**src/design/mbist_pkg.sv**
```systemverilog
/*
  Shared widths, reset window, register map and March C- element codes.
  The SRAM is fixed at 9 address bits by 32 data bits.
  Register offsets are byte addresses on a 5-bit AXI4-Lite address.
  The element order follows March C-; the sequencer steps through it by increment.
*/
package mbist_pkg;

  localparam int addr_wd   = 9;             // SRAM address bits
  localparam int data_wd   = 32;            // SRAM data bits
  localparam int chain_len = 2 * addr_wd;   // End then start register

  // Window after reset
  localparam logic [addr_wd-1:0] addr_start_def = 9'h000;
  localparam logic [addr_wd-1:0] addr_end_def   = 9'h1F8;

  // AXI4-Lite register map
  localparam logic [4:0] reg_ctrl      = 5'h00;  // W: bit 0 start
  localparam logic [4:0] reg_range     = 5'h04;  // Start 8:0, end 24:16
  localparam logic [4:0] reg_pattern   = 5'h08;  // Background word
  localparam logic [4:0] reg_status    = 5'h0C;  // Busy, done, fail
  localparam logic [4:0] reg_fail_addr = 5'h10;
  localparam logic [4:0] reg_fail_data = 5'h14;

  // March C- elements in test order
  typedef enum logic [2:0] {
    e_w0      = 3'd0,  // Up, write 0
    e_r0w1_up = 3'd1,
    e_r1w0_up = 3'd2,
    e_r0w1_dn = 3'd3,
    e_r1w0_dn = 3'd4,
    e_r0      = 3'd5   // Final read, run upward
  } march_elem_e;

endpackage

```
**src/design/mbist_addr_gen.sv**
```systemverilog
/*
  Window address counter for the March sequencer.
  Start and end registers load only through the serial chain; one chain
  of 18 bits, sdi into start MSB, start LSB into end MSB.
  The window is assumed ordered, start not above end.
  scan_load has priority over run.
*/
module mbist_addr_gen (
  output logic                          last_addr,   // On final address of this pass
  output logic [mbist_pkg::addr_wd-1:0] bist_addr,   // Current test address
  output logic                          sdo,         // Chain tail
  input  logic                          clk,
  input  logic                          rst_n,
  input  logic                          run,         // Advance one address
  input  logic                          updown,      // 1 up, 0 down
  input  logic                          scan_shift,
  input  logic                          scan_load,   // Counter to window start
  input  logic                          sdi
);

  import mbist_pkg::*;

  logic [addr_wd-1:0] start_addr;
  logic [addr_wd-1:0] end_addr;
  logic [addr_wd-1:0] next_addr;

  // Final address depends on direction
  assign last_addr = updown ? (bist_addr == end_addr) : (bist_addr == start_addr);

  assign sdo = end_addr[0];

  //////////////////////////////////////////////////////////////////////
  // Counter
  //////////////////////////////////////////////////////////////////////

  always_comb begin
    next_addr = bist_addr;                   // Hold without run
    if (run) begin
      if (last_addr) begin
        next_addr = updown ? start_addr : end_addr;  // Wrap at window edge
      end else begin
        next_addr = updown ? bist_addr + 1'b1 : bist_addr - 1'b1;
      end
    end
  end

  always_ff @(posedge clk or negedge rst_n) begin
    if (!rst_n) begin
      bist_addr <= addr_start_def;
    end else if (scan_load) begin
      bist_addr <= start_addr;
    end else begin
      bist_addr <= next_addr;
    end
  end

  //////////////////////////////////////////////////////////////////////
  // Scan chain, start feeds end
  //////////////////////////////////////////////////////////////////////

  always_ff @(posedge clk or negedge rst_n) begin
    if (!rst_n) begin
      start_addr <= addr_start_def;
      end_addr   <= addr_end_def;
    end else if (scan_shift) begin
      start_addr <= {sdi, start_addr[addr_wd-1:1]};
      end_addr   <= {start_addr[0], end_addr[addr_wd-1:1]};
    end
  end

endmodule

```
**src/design/mbist_pat_gen.sv**
```systemverilog
/*
  Expected and write data for the current March element.
  Polarity 0 is the background, polarity 1 its inverse.
  Data is captured only on an element change, so a new background
  takes effect at the next run. Outputs lag elem by one clock; the
  sequencer's gap cycle covers that.
*/
module mbist_pat_gen (
  input  logic                          clk,
  input  logic                          rst_n,
  input  logic [mbist_pkg::data_wd-1:0] pattern,   // Background from host
  input  mbist_pkg::march_elem_e        elem,
  output logic [mbist_pkg::data_wd-1:0] exp_data,  // Compare value
  output logic [mbist_pkg::data_wd-1:0] wr_data
);

  import mbist_pkg::*;

  march_elem_e elem_q;   // Element seen last clock
  logic        exp_inv;
  logic        wr_inv;

  // Polarity per element
  always_comb begin
    case (elem)
      e_r0w1_up, e_r0w1_dn: begin
        exp_inv = 1'b0;
        wr_inv  = 1'b1;
      end
      e_r1w0_up, e_r1w0_dn: begin
        exp_inv = 1'b1;
        wr_inv  = 1'b0;
      end
      default: begin        // w0 and final r0
        exp_inv = 1'b0;
        wr_inv  = 1'b0;
      end
    endcase
  end

  always_ff @(posedge clk or negedge rst_n) begin
    if (!rst_n) begin
      elem_q <= e_r0;       // Matches sequencer idle element
    end else begin
      elem_q <= elem;
    end
  end

  always_ff @(posedge clk) begin
    if (elem != elem_q) begin
      exp_data <= exp_inv ? ~pattern : pattern;
      wr_data  <= wr_inv ? ~pattern : pattern;
    end
  end

endmodule

```
**src/design/mbist_march_fsm.sv**
```systemverilog
/*
  March C- sequencer. Writes take one cycle, read-write pairs two,
  r-only one plus a final compare cycle, with one gap cycle per element.
  Read data is compared a clock after the read against the registered
  address. The first mismatch stops the test; the SRAM access in that
  cycle is dropped.
*/
module mbist_march_fsm (
  input  logic                          clk,
  input  logic                          rst_n,
  input  logic                          start,       // One-cycle request
  input  logic                          last_addr,
  input  logic [mbist_pkg::addr_wd-1:0] bist_addr,
  input  logic [mbist_pkg::data_wd-1:0] exp_data,
  input  logic [mbist_pkg::data_wd-1:0] wr_data,
  input  logic [mbist_pkg::data_wd-1:0] mem_rdata,
  output logic                          run,
  output logic                          updown,
  output mbist_pkg::march_elem_e        elem,
  output logic                          rewind,      // Counter back to start
  output logic                          busy,
  output logic                          done_pulse,
  output logic                          fail_pulse,
  output logic [mbist_pkg::addr_wd-1:0] fail_addr,
  output logic [mbist_pkg::data_wd-1:0] fail_data,
  output logic                          mem_cs,
  output logic                          mem_we,
  output logic [mbist_pkg::addr_wd-1:0] mem_addr,
  output logic [mbist_pkg::data_wd-1:0] mem_wdata
);

  import mbist_pkg::*;

  typedef enum logic [2:0] {s_idle, s_gap, s_rd, s_wr, s_tail} state_e;

  state_e             state;
  state_e             state_nx;
  march_elem_e        elem_nx;
  logic               rd_pend;     // Read data due this cycle
  logic [addr_wd-1:0] rd_addr_q;   // Address of that read
  logic               mismatch;
  logic               wr_only;
  logic               rd_only;
  logic               dn_elem;

  assign wr_only  = (elem == e_w0);
  assign rd_only  = (elem == e_r0);
  assign dn_elem  = (elem == e_r0w1_dn) || (elem == e_r1w0_dn);
  assign updown   = ~dn_elem;
  assign busy     = (state != s_idle);
  assign mismatch = rd_pend && (mem_rdata != exp_data);

  assign mem_addr  = bist_addr;
  assign mem_wdata = wr_data;

  //////////////////////////////////////////////////////////////////////
  // Next state and SRAM strobes
  //////////////////////////////////////////////////////////////////////

  always_comb begin
    state_nx   = state;
    elem_nx    = elem;
    run        = 1'b0;
    rewind     = 1'b0;
    mem_cs     = 1'b0;
    mem_we     = 1'b0;
    done_pulse = 1'b0;
    fail_pulse = 1'b0;
    case (state)
      s_idle: begin
        if (start) begin
          state_nx = s_gap;
          elem_nx  = e_w0;
        end
      end
      s_gap: begin
        // Up elements restart at window start; down ones wrap to end
        rewind   = ~dn_elem;
        run      = dn_elem & last_addr;
        state_nx = wr_only ? s_wr : s_rd;
      end
      s_rd: begin
        mem_cs = 1'b1;
        if (rd_only) begin
          run = 1'b1;
          if (last_addr) state_nx = s_tail;
        end else begin
          state_nx = s_wr;     // Write while compare completes
        end
      end
      s_wr: begin
        mem_cs = 1'b1;
        mem_we = 1'b1;
        run    = 1'b1;
        if (last_addr) begin
          state_nx = s_gap;
          elem_nx  = march_elem_e'(elem + 3'd1);
        end else if (!wr_only) begin
          state_nx = s_rd;
        end
      end
      s_tail: begin          // Last r0 compare
        done_pulse = 1'b1;
        state_nx   = s_idle;
      end
      default: state_nx = s_idle;
    endcase

    if (mismatch) begin      // First failure ends the test
      mem_cs     = 1'b0;
      mem_we     = 1'b0;
      run        = 1'b0;
      rewind     = 1'b0;
      done_pulse = 1'b1;
      fail_pulse = 1'b1;
      state_nx   = s_idle;
      elem_nx    = e_r0;
    end
  end

  always_ff @(posedge clk or negedge rst_n) begin
    if (!rst_n) begin
      state   <= s_idle;
      elem    <= e_r0;       // Idle element, start always changes it
      rd_pend <= 1'b0;
    end else begin
      state   <= state_nx;
      elem    <= elem_nx;
      rd_pend <= mem_cs & ~mem_we;
    end
  end

  // Compare address and failure capture
  always_ff @(posedge clk) begin
    if (mem_cs && !mem_we) rd_addr_q <= bist_addr;
    if (mismatch) begin
      fail_addr <= rd_addr_q;
      fail_data <= mem_rdata;
    end
  end

endmodule

```
**src/design/mbist_axil_regs.sv**
```systemverilog
/*
  AXI4-Lite slave with the MBIST register file and window loader.
  One write or read outstanding; responses always OKAY, wstrb not
  supported, so every write is a full word.
  A RANGE write is refused while busy or while a load is running.
  A start is refused while busy or loading.
*/
module mbist_axil_regs (
  input  logic                          clk,
  input  logic                          rst_n,
  // Write channels
  input  logic [4:0]                    awaddr,
  input  logic                          awvalid,
  output logic                          awready,
  input  logic [31:0]                   wdata,
  input  logic [3:0]                    wstrb,      // Unsupported
  input  logic                          wvalid,
  output logic                          wready,
  output logic [1:0]                    bresp,
  output logic                          bvalid,
  input  logic                          bready,
  // Read channels
  input  logic [4:0]                    araddr,
  input  logic                          arvalid,
  output logic                          arready,
  output logic [31:0]                   rdata,
  output logic [1:0]                    rresp,
  output logic                          rvalid,
  input  logic                          rready,
  // Sequencer side
  input  logic                          busy,
  input  logic                          done_pulse,
  input  logic                          fail_pulse,
  input  logic [mbist_pkg::addr_wd-1:0] fail_addr,
  input  logic [mbist_pkg::data_wd-1:0] fail_data,
  output logic                          start,
  output logic [mbist_pkg::data_wd-1:0] pattern,
  output logic                          scan_shift,
  output logic                          scan_load_req,
  output logic                          sdi
);

  import mbist_pkg::*;

  logic                 wr_acc;
  logic                 rd_acc;
  logic                 loading;
  logic                 range_wr;
  logic                 done_q;
  logic                 fail_q;
  logic [addr_wd-1:0]   range_start;
  logic [addr_wd-1:0]   range_end;
  logic [chain_len-1:0] shift_q;     // LSB goes out first
  logic [4:0]           ld_cnt;      // Shift plus load cycles left
  logic [31:0]          rd_mux;

  //////////////////////////////////////////////////////////////////////
  // Handshakes
  //////////////////////////////////////////////////////////////////////

  assign wr_acc  = awvalid & wvalid & ~bvalid;
  assign rd_acc  = arvalid & ~rvalid;
  assign awready = wr_acc;
  assign wready  = wr_acc;
  assign arready = rd_acc;
  assign bresp   = 2'b00;
  assign rresp   = 2'b00;

  always_ff @(posedge clk or negedge rst_n) begin
    if (!rst_n) begin
      bvalid <= 1'b0;
      rvalid <= 1'b0;
    end else begin
      if (wr_acc)      bvalid <= 1'b1;
      else if (bready) bvalid <= 1'b0;
      if (rd_acc)      rvalid <= 1'b1;
      else if (rready) rvalid <= 1'b0;
    end
  end

  //////////////////////////////////////////////////////////////////////
  // Register file
  //////////////////////////////////////////////////////////////////////

  assign loading  = (ld_cnt != '0);
  assign range_wr = wr_acc && (awaddr == reg_range) && !busy && !loading;

  always_ff @(posedge clk or negedge rst_n) begin
    if (!rst_n) begin
      start       <= 1'b0;
      pattern     <= '0;
      range_start <= addr_start_def;
      range_end   <= addr_end_def;
      done_q      <= 1'b0;
      fail_q      <= 1'b0;
    end else begin
      start <= wr_acc && (awaddr == reg_ctrl) && wdata[0] && !busy && !loading;
      if (wr_acc && (awaddr == reg_pattern)) pattern <= wdata;
      if (range_wr) begin
        range_start <= wdata[addr_wd-1:0];
        range_end   <= wdata[16+addr_wd-1:16];
      end
      if (start) begin         // New run clears sticky result
        done_q <= 1'b0;
        fail_q <= 1'b0;
      end else begin
        if (done_pulse) done_q <= 1'b1;
        if (fail_pulse) fail_q <= 1'b1;
      end
    end
  end

  always_comb begin
    case (araddr)
      reg_range:     rd_mux = {{(16-addr_wd){1'b0}}, range_end,
                               {(16-addr_wd){1'b0}}, range_start};
      reg_pattern:   rd_mux = pattern;
      reg_status:    rd_mux = {29'd0, fail_q, done_q, busy};
      reg_fail_addr: rd_mux = {{(32-addr_wd){1'b0}}, fail_addr};
      reg_fail_data: rd_mux = fail_data;
      default:       rd_mux = '0;  // CTRL is write only
    endcase
  end

  always_ff @(posedge clk) begin
    if (rd_acc) rdata <= rd_mux;
  end

  //////////////////////////////////////////////////////////////////////
  // Window loader, 18 shifts then one load
  //////////////////////////////////////////////////////////////////////

  assign scan_shift    = (ld_cnt > 5'd1);
  assign scan_load_req = (ld_cnt == 5'd1);
  assign sdi           = shift_q[0];

  always_ff @(posedge clk or negedge rst_n) begin
    if (!rst_n) begin
      ld_cnt <= '0;
    end else if (range_wr) begin
      ld_cnt <= 5'(chain_len + 1);
    end else if (loading) begin
      ld_cnt <= ld_cnt - 5'd1;
    end
  end

  // End address leaves first so it lands in the tail register
  always_ff @(posedge clk) begin
    if (range_wr) begin
      shift_q <= {wdata[addr_wd-1:0], wdata[16+addr_wd-1:16]};
    end else if (scan_shift) begin
      shift_q <= {1'b0, shift_q[chain_len-1:1]};
    end
  end

endmodule

```
**src/design/mbist_top.sv**
```systemverilog
/*
  MBIST controller top. One external single-port SRAM, 512 x 32,
  with one-cycle read latency.
  sdo is the address chain tail, brought out as status only.
*/
module mbist_top (
  input  logic                          clk,
  input  logic                          rst_n,
  // AXI4-Lite slave
  input  logic [4:0]                    awaddr,
  input  logic                          awvalid,
  output logic                          awready,
  input  logic [31:0]                   wdata,
  input  logic [3:0]                    wstrb,
  input  logic                          wvalid,
  output logic                          wready,
  output logic [1:0]                    bresp,
  output logic                          bvalid,
  input  logic                          bready,
  input  logic [4:0]                    araddr,
  input  logic                          arvalid,
  output logic                          arready,
  output logic [31:0]                   rdata,
  output logic [1:0]                    rresp,
  output logic                          rvalid,
  input  logic                          rready,
  // SRAM port
  output logic                          mem_cs,
  output logic                          mem_we,
  output logic [mbist_pkg::addr_wd-1:0] mem_addr,
  output logic [mbist_pkg::data_wd-1:0] mem_wdata,
  input  logic [mbist_pkg::data_wd-1:0] mem_rdata,
  output logic                          sdo
);

  import mbist_pkg::*;

  logic               start, busy, done_pulse, fail_pulse;
  logic               scan_shift, scan_load_req, sdi, rewind, scan_load;
  logic               run, updown, last_addr;
  logic [addr_wd-1:0] bist_addr, fail_addr;
  logic [data_wd-1:0] pattern, fail_data, exp_data, wr_data;
  march_elem_e        elem;

  assign scan_load = scan_load_req | rewind;  // Host load or element restart

  mbist_axil_regs i_regs (
    .clk, .rst_n,
    .awaddr, .awvalid, .awready, .wdata, .wstrb, .wvalid, .wready,
    .bresp, .bvalid, .bready,
    .araddr, .arvalid, .arready, .rdata, .rresp, .rvalid, .rready,
    .busy, .done_pulse, .fail_pulse, .fail_addr, .fail_data,
    .start, .pattern, .scan_shift, .scan_load_req, .sdi
  );

  mbist_addr_gen i_addr_gen (
    .last_addr, .bist_addr, .sdo,
    .clk, .rst_n, .run, .updown, .scan_shift, .scan_load, .sdi
  );

  mbist_pat_gen i_pat_gen (
    .clk, .rst_n, .pattern, .elem, .exp_data, .wr_data
  );

  mbist_march_fsm i_march_fsm (
    .clk, .rst_n, .start, .last_addr, .bist_addr, .exp_data, .wr_data,
    .mem_rdata, .run, .updown, .elem, .rewind, .busy, .done_pulse,
    .fail_pulse, .fail_addr, .fail_data,
    .mem_cs, .mem_we, .mem_addr, .mem_wdata
  );

endmodule

```
**config.mk**
```make
export PLATFORM = sky130hd
export DESIGN_NAME = mbist_top
export DESIGN_NICKNAME = d
export VERILOG_FILES = /design/src/design/mbist_pkg.sv /design/src/design/mbist_addr_gen.sv /design/src/design/mbist_pat_gen.sv /design/src/design/mbist_march_fsm.sv /design/src/design/mbist_axil_regs.sv /design/src/design/mbist_top.sv
export SDC_FILE = /design/constraint.sdc
export NUM_CORES = 1
export LEC_CHECK = 0
export ABC_AREA = 1
export ABC_CLOCK_PERIOD_IN_PS = 4400
export BUFFER_PORTS_ARGS = -buffer_cell sky130_fd_sc_hd__buf_2
export CAP_MARGIN = 10
export CORE_MARGIN = 10
export CORE_UTILIZATION = 53
export DETAILED_ROUTE_END_ITERATION = 8
export PLACE_DENSITY = 0.75
export SYNTH_ARGS = -nofsm -noshare
export SYNTH_HDL_FRONTEND = slang
export SYNTH_SLANG_ARGS = --single-unit
export TNS_END_PERCENT = 50
```
**constraint.sdc**
```tcl
create_clock -name clk -period 4.4 [get_ports clk]
set_input_delay 0.88 -clock clk [delete_from_list [all_inputs] [get_ports clk]]
set_output_delay 0.88 -clock clk [all_outputs]
set_load 0.02 [all_outputs]
```
[Yosys cells after proc, flatten, opt, wreduce, memory -nomap -nowiden]
Index checks and enable logic that the tools add are counted.
Storage, ports and cells
  output and inout bits: 85
  logic and storage cells: 143
  register bits after elaboration: 261
Operators by class
  bitwise gates (word level): 11
  reduce and logical (&&, ||, !) cells: 32
  equal/unequal tests: 25
  add/subtract/negate cells: 4
  order comparisons: 1
  multiplexer cells: 47
Operators with widths (count)
  32-bit one-hot mux with 5 select lines: 1
  32-bit 2-to-1 mux: 2
  9-bit 2-to-1 mux: 5
  18-bit 2-to-1 mux: 2
  32-bit != test: 1
  32-bit NOT: 1
  3-bit 2-to-1 mux: 9
  1-bit 2-to-1 mux: 23
  9-bit == test: 2
  5-bit by 4-bit == test with 1-bit output, second input constant: 3
  2-bit nonzero test: 7
  3-bit by 2-bit == test with 1-bit output, second input constant: 4
  3-bit one-hot mux with 4 select lines: 1
  5-bit by 3-bit == test with 1-bit output, second input constant: 2
  5-bit == test, second input constant: 2
  1-bit logical AND: 10
  5-bit 2-to-1 mux: 2
  9-bit by 1-bit adder with 9-bit output, second input constant: 1
  3-bit == test, second input constant: 3
  9-bit by 1-bit subtractor with 9-bit output, second input constant: 1
  4-bit by 2-bit != test with 1-bit output, second input constant: 2
  3-bit by 1-bit == test with 1-bit output, second input constant: 2
  3-bit zero test: 2
  3-bit one-hot mux with 2 select lines: 1
  18 further kinds: 31

[Longest topological paths before layout]
  word-level depth: 8
  gate-level depth with buffers: 19
  depth with buffers taken out: 18

[By module]
A second synthesis with hierarchy kept.
Second synthesis, totals
  cells, all modules: 1368
  area total of the unflattened synthesis: 13061.3 um^2
By module, submodules not included
  mbist_axil_regs: seq. area each 3010.4 um^2, times used 1, area each 5136.2 um^2, cells an instance 541
  mbist_pat_gen: seq. area each 1999.4 um^2, times used 1, area each 3015.4 um^2, cells an instance 253
  mbist_march_fsm: seq. area each 1679.1 um^2, times used 1, area each 2882.8 um^2, cells an instance 274
  mbist_addr_gen: seq. area each 683.2 um^2, times used 1, area each 2015.7 um^2, cells an instance 297
  mbist_top: seq. area each 0.0 um^2, times used 1, area each 11.3 um^2, cells an instance 3

[Least setup slack after synthesis]
OpenSTA, ideal clock, no wires.
  path kind: input port to output port
  from: input port mem_rdata[23] in the netlist's numbering
  to: output port mem_we
  path slack: 0.973 ns
  cell stages on the path: 11
  data arrival time: 2.547 ns
  required time: 3.520 ns
  cells stage by stage: inv_1 -> nand2_1 -> nand2_1 -> nand2_1 -> nor2_1 -> nand2_1 -> nor2_1 -> nand2_1 -> nand2_1 -> inv_1 -> nor2_1
Between the ends
  cells in the longest elaborated chain, start to end: 3
RTL lines
  start: declaration: line mbist_top.sv:32  | input logic [mbist_pkg::data_wd-1:0] mem_rdata,
  32-bit != test: line mbist_march_fsm.sv:51  | assign mismatch = rd_pend && (mem_rdata != exp_data);
  1-bit logical AND: line mbist_march_fsm.sv:51
  1-bit 2-to-1 mux: line mbist_march_fsm.sv:109  | if (mismatch) begin
  end: declaration: line mbist_top.sv:29  | output logic mem_we,
No other way between the ends.

[Final worst setup path]
  from: input port mem_rdata[22] in the netlist's numbering
  to: output port mem_we
Same word-level chain as after synthesis.

==> results.json <==
{
  "p_leak_nw": 6.140,
  "synth_seq_cells": 261,
  "cp_num_buf_inv": 3,
  "critical-path-top-delay-family": "simple AND/OR/NAND/NOR gates",
  "postCtsHoldBufs": 0,
  "grt_max_degree": 80,
  "async_flop_share_pct": 37.16,
  "yosysSeqAreaShare_pct": 61.23,
  "nFillCells": 1781,
  "fmaxAchievable_mhz": 306.9,
  "clk_pin_slew_ns": 0.06,
  "design.core.area_um2": 22500,
  "first_global_vias": 8728,
  "die_y_um": 170.7,
  "post-dp-hpwl_um": 19650,
  "drc": 0,
  "final_nets": 1421,
  "stdcell_count": 1628,
  "drv_cap": 0,
  "outcome": "complete, no violations",
  "required_ns": 3.52,
  "antenna_found_initial": 0,
  "fin_skew_ns": 0.01204,
  "slew_headroom_pct": 21.73,
  "syn-mean-instance-area_um2": 10.38,
  "cts_tree": "built",
  "path_common_cell": "nand2_1",
  "clock_sinks": 261,
  "num_vias": 8655,
  "powerDensity_nw_per_um2": 678.9,
  "post_drt_wl_per_cell_um": 17.56,
  "max_stage_delay_ns": 0.20,
  "rows": 55,
  "worstPathCellList": "buf_2 -> xnor2_1 -> nand2_1 -> nor2_1 -> nand2_1 -> nor2_1 -> nand2_1 -> nand2_1 -> inv_2 -> nor2_1 -> buf_2",
  "clock_latency_ns": 0.51,
  "yosys_warnings": 0,
  "layout.cells.most_common_list": "nand2_1, edfxtp_1, buf_2, inv_1, o21ai_0",
  "die_x_um": 170.7,
  "grt_util_met2_pct": 34.21,
  "layout_commonest_cell": "nand2_1",
  "initial_core_util_pct": 53.51,
  "use_met3_pct": 3.272,
  "hold_viol": 0,
  "regToRegSetupSlack_ns": 1.34,
  "setup_tns_ns": 0,
  "synthFlopType": "edfxtp_1",
  "rsz0062_at_grt": "no",
  "synth_edf_count": 164,
  "ir_drop_mv": 0.4240,
  "crit_type": "in2out",
  "top_usage_layer": "met2",
  "drtIter0Drc": 825,
  "cts_root_buffer": "clkbuf_16",
  "die_area_um2": 29150,
  "p_total_w": 0.009510,
  "cp_slowest_cell": "buf_2",
  "grt.total_usage_pct": 19.14,
  "ctsHtreeMaxLevel": 1,
  "grtUsageMet1_pct": 23.75,
  "place_congestion": 0.8994,
  "ys_types": 42,
  "drive_above_1_share_pct": 20.19,
  "antenna_left": 0,
  "cts_resized": 0,
  "end_kind": "output pin",
  "cts_setup_buffers": 0,
  "grt_pass1_wl_um": 44780,
  "finish.utilization_pct": 62.25,
  "first_pass_iters": 5,
  "grt_overflow": 0,
  "dpl.cell_count": 1578,
  "via_per_inst": 5.316,
  "min_period_ns": 3.258,
  "fin_crit_sh_pct": 74.05,
  "startpoint_type": "input pin",
  "crit_cells": 11,
  "whs_path_depth": 0,
  "port_buffers": 161,
  "wl_um": 28590,
  "crit_arrival_ns": 2.38,
  "syn-cell-area_um2": 12040,
  "cts_buffer_depth": 3,
  "path_max_fanout": 18,
  "synthCells": 1160,
  "worstMarginPinSlew_ns": 1.173,
  "min_path_type": "reg2reg",
  "setup_viol": 0,
  "io_pins": 170,
  "r2r_cells": 16,
  "area_growth_pct": 16.35,
  "numCtsBuffers": 27,
  "slew_viol_final": 0
}
## final timing paths
path                                           from                       end
setup / recovery                      mem_rdata[22]                    mem_we
hold / removal             i_march_fsm.rd_addr_q[7]  i_march_fsm.fail_addr[7]
max in group asynchronous                     rst_n       i_regs.range_end[7]
hold reg to reg            i_march_fsm.rd_addr_q[7]  i_march_fsm.fail_addr[7]
min in group asynchronous                     rst_n        i_regs.pattern[18]
setup reg to reg                i_march_fsm.elem[0]      i_march_fsm.state[2]
## area by class of cell
cell class,count,area (um^2),share of cell area [%]
diodes,1,2.502,0.01786
well taps,285,356.6,2.546
inverters,129,489.2,3.492
clock inverters,16,146.4,1.045
flip-flops and latches,261,7372,52.63
repair buffers,172,890.9,6.359
multi-input cells,731,4003,28.57
clock buffers,33,748.2,5.341
## cells by family (layout without fill, tap and decap cells)
family / after synthesis / count (layout) / share of synthesized area (%)
and+or+nand+nor: 454 / 454 / 16.03
DFF: 261 / 261 / 61.23
buffers and inverters: 171 / 350 / 5.934
AOI/OAI and AO/OA: 140 / 140 / 6.308
xor gates and xnor gates: 105 / 105 / 7.638
adders and majority gates: 14 / 14 / 1.517
muxes: 14 / 14 / 1.309
other: 1 / 5 / 0.03115
## through the flow
| step | setup WS, ns | instance area [um^2] | hold WS (ns) |
|---|---|---|---|
| CTS | 1.102 | 14010 | 0.4129 |
| global placement | 1.160 | 13110 | 0.4032 |
| floorplan | 0.9732 | 12050 | 0.3604 |
| detailed placement | 1.133 | 13110 | 0.4045 |
| global route | 0.9707 | 14010 | 0.4255 |
| finish | 1.142 | 14010 | 0.4158 |
## metal layers
metal	share of wire, %	wire length [um]
met2	50	14360
met5	0	0
met4	1.3	361
met3	7.3	2074
met1	41	11790
## cell usage after synthesis, types with 2 or more instances
library cell    n  area share, %
nor3_1          2          0.083
clkbuf_1       18           0.56
ha_1           13            1.4
nand3_1        63            2.6
inv_1         128            4.0
nand4_1        13           0.68
nand2_2         6           0.31
dfstp_2        16            3.5
buf_2          11           0.46
xnor2_1        33            2.4
xor2_1         72            5.2
nand3b_1        3           0.19
nand2_1       301            9.4
nor2_1         52            1.6
nand2_8         2           0.33
edfxtp_1      164             41
or2_2           2           0.10
buf_1           4           0.12
a21oi_1        13           0.54
o21ai_0       105            4.4
a221oi_1        5           0.36
nor4_1          2           0.10
buf_6           2           0.19
dfrtp_1        81             17
mux2_2         14            1.3
nor2_2          2           0.10
buf_4           6           0.37
o2111ai_1       2           0.15
nand2_4         3           0.28
o211ai_1        9           0.56
o21ai_1         2          0.083
## where the power goes
part | internal [W] | leakage [nW] | switching, W
clock | 0.00133 | 0.444 | 0.000934
sequential | 0.00372 | 2.84 | 0.000403
combinational | 0.000975 | 2.86 | 0.00215
## sequential cells by signal, summed over array words and instances (netlist names), 3 cells and up
signal,count
i_addr_gen.bist_addr,9
i_addr_gen.end_addr,9
i_addr_gen.start_addr,9
i_march_fsm.elem,3
i_march_fsm.fail_addr,9
i_march_fsm.fail_data,32
i_march_fsm.rd_addr_q,9
i_march_fsm.state,3
i_pat_gen.elem_q,3
i_pat_gen.exp_data,32
i_pat_gen.wr_data,32
i_regs.ld_cnt,5
i_regs.pattern,32
i_regs.range_end,9
i_regs.range_start,9
i_regs.rdata,32
i_regs.shift_q,18
Note: power is estimated with default switching activity, not from simulation.
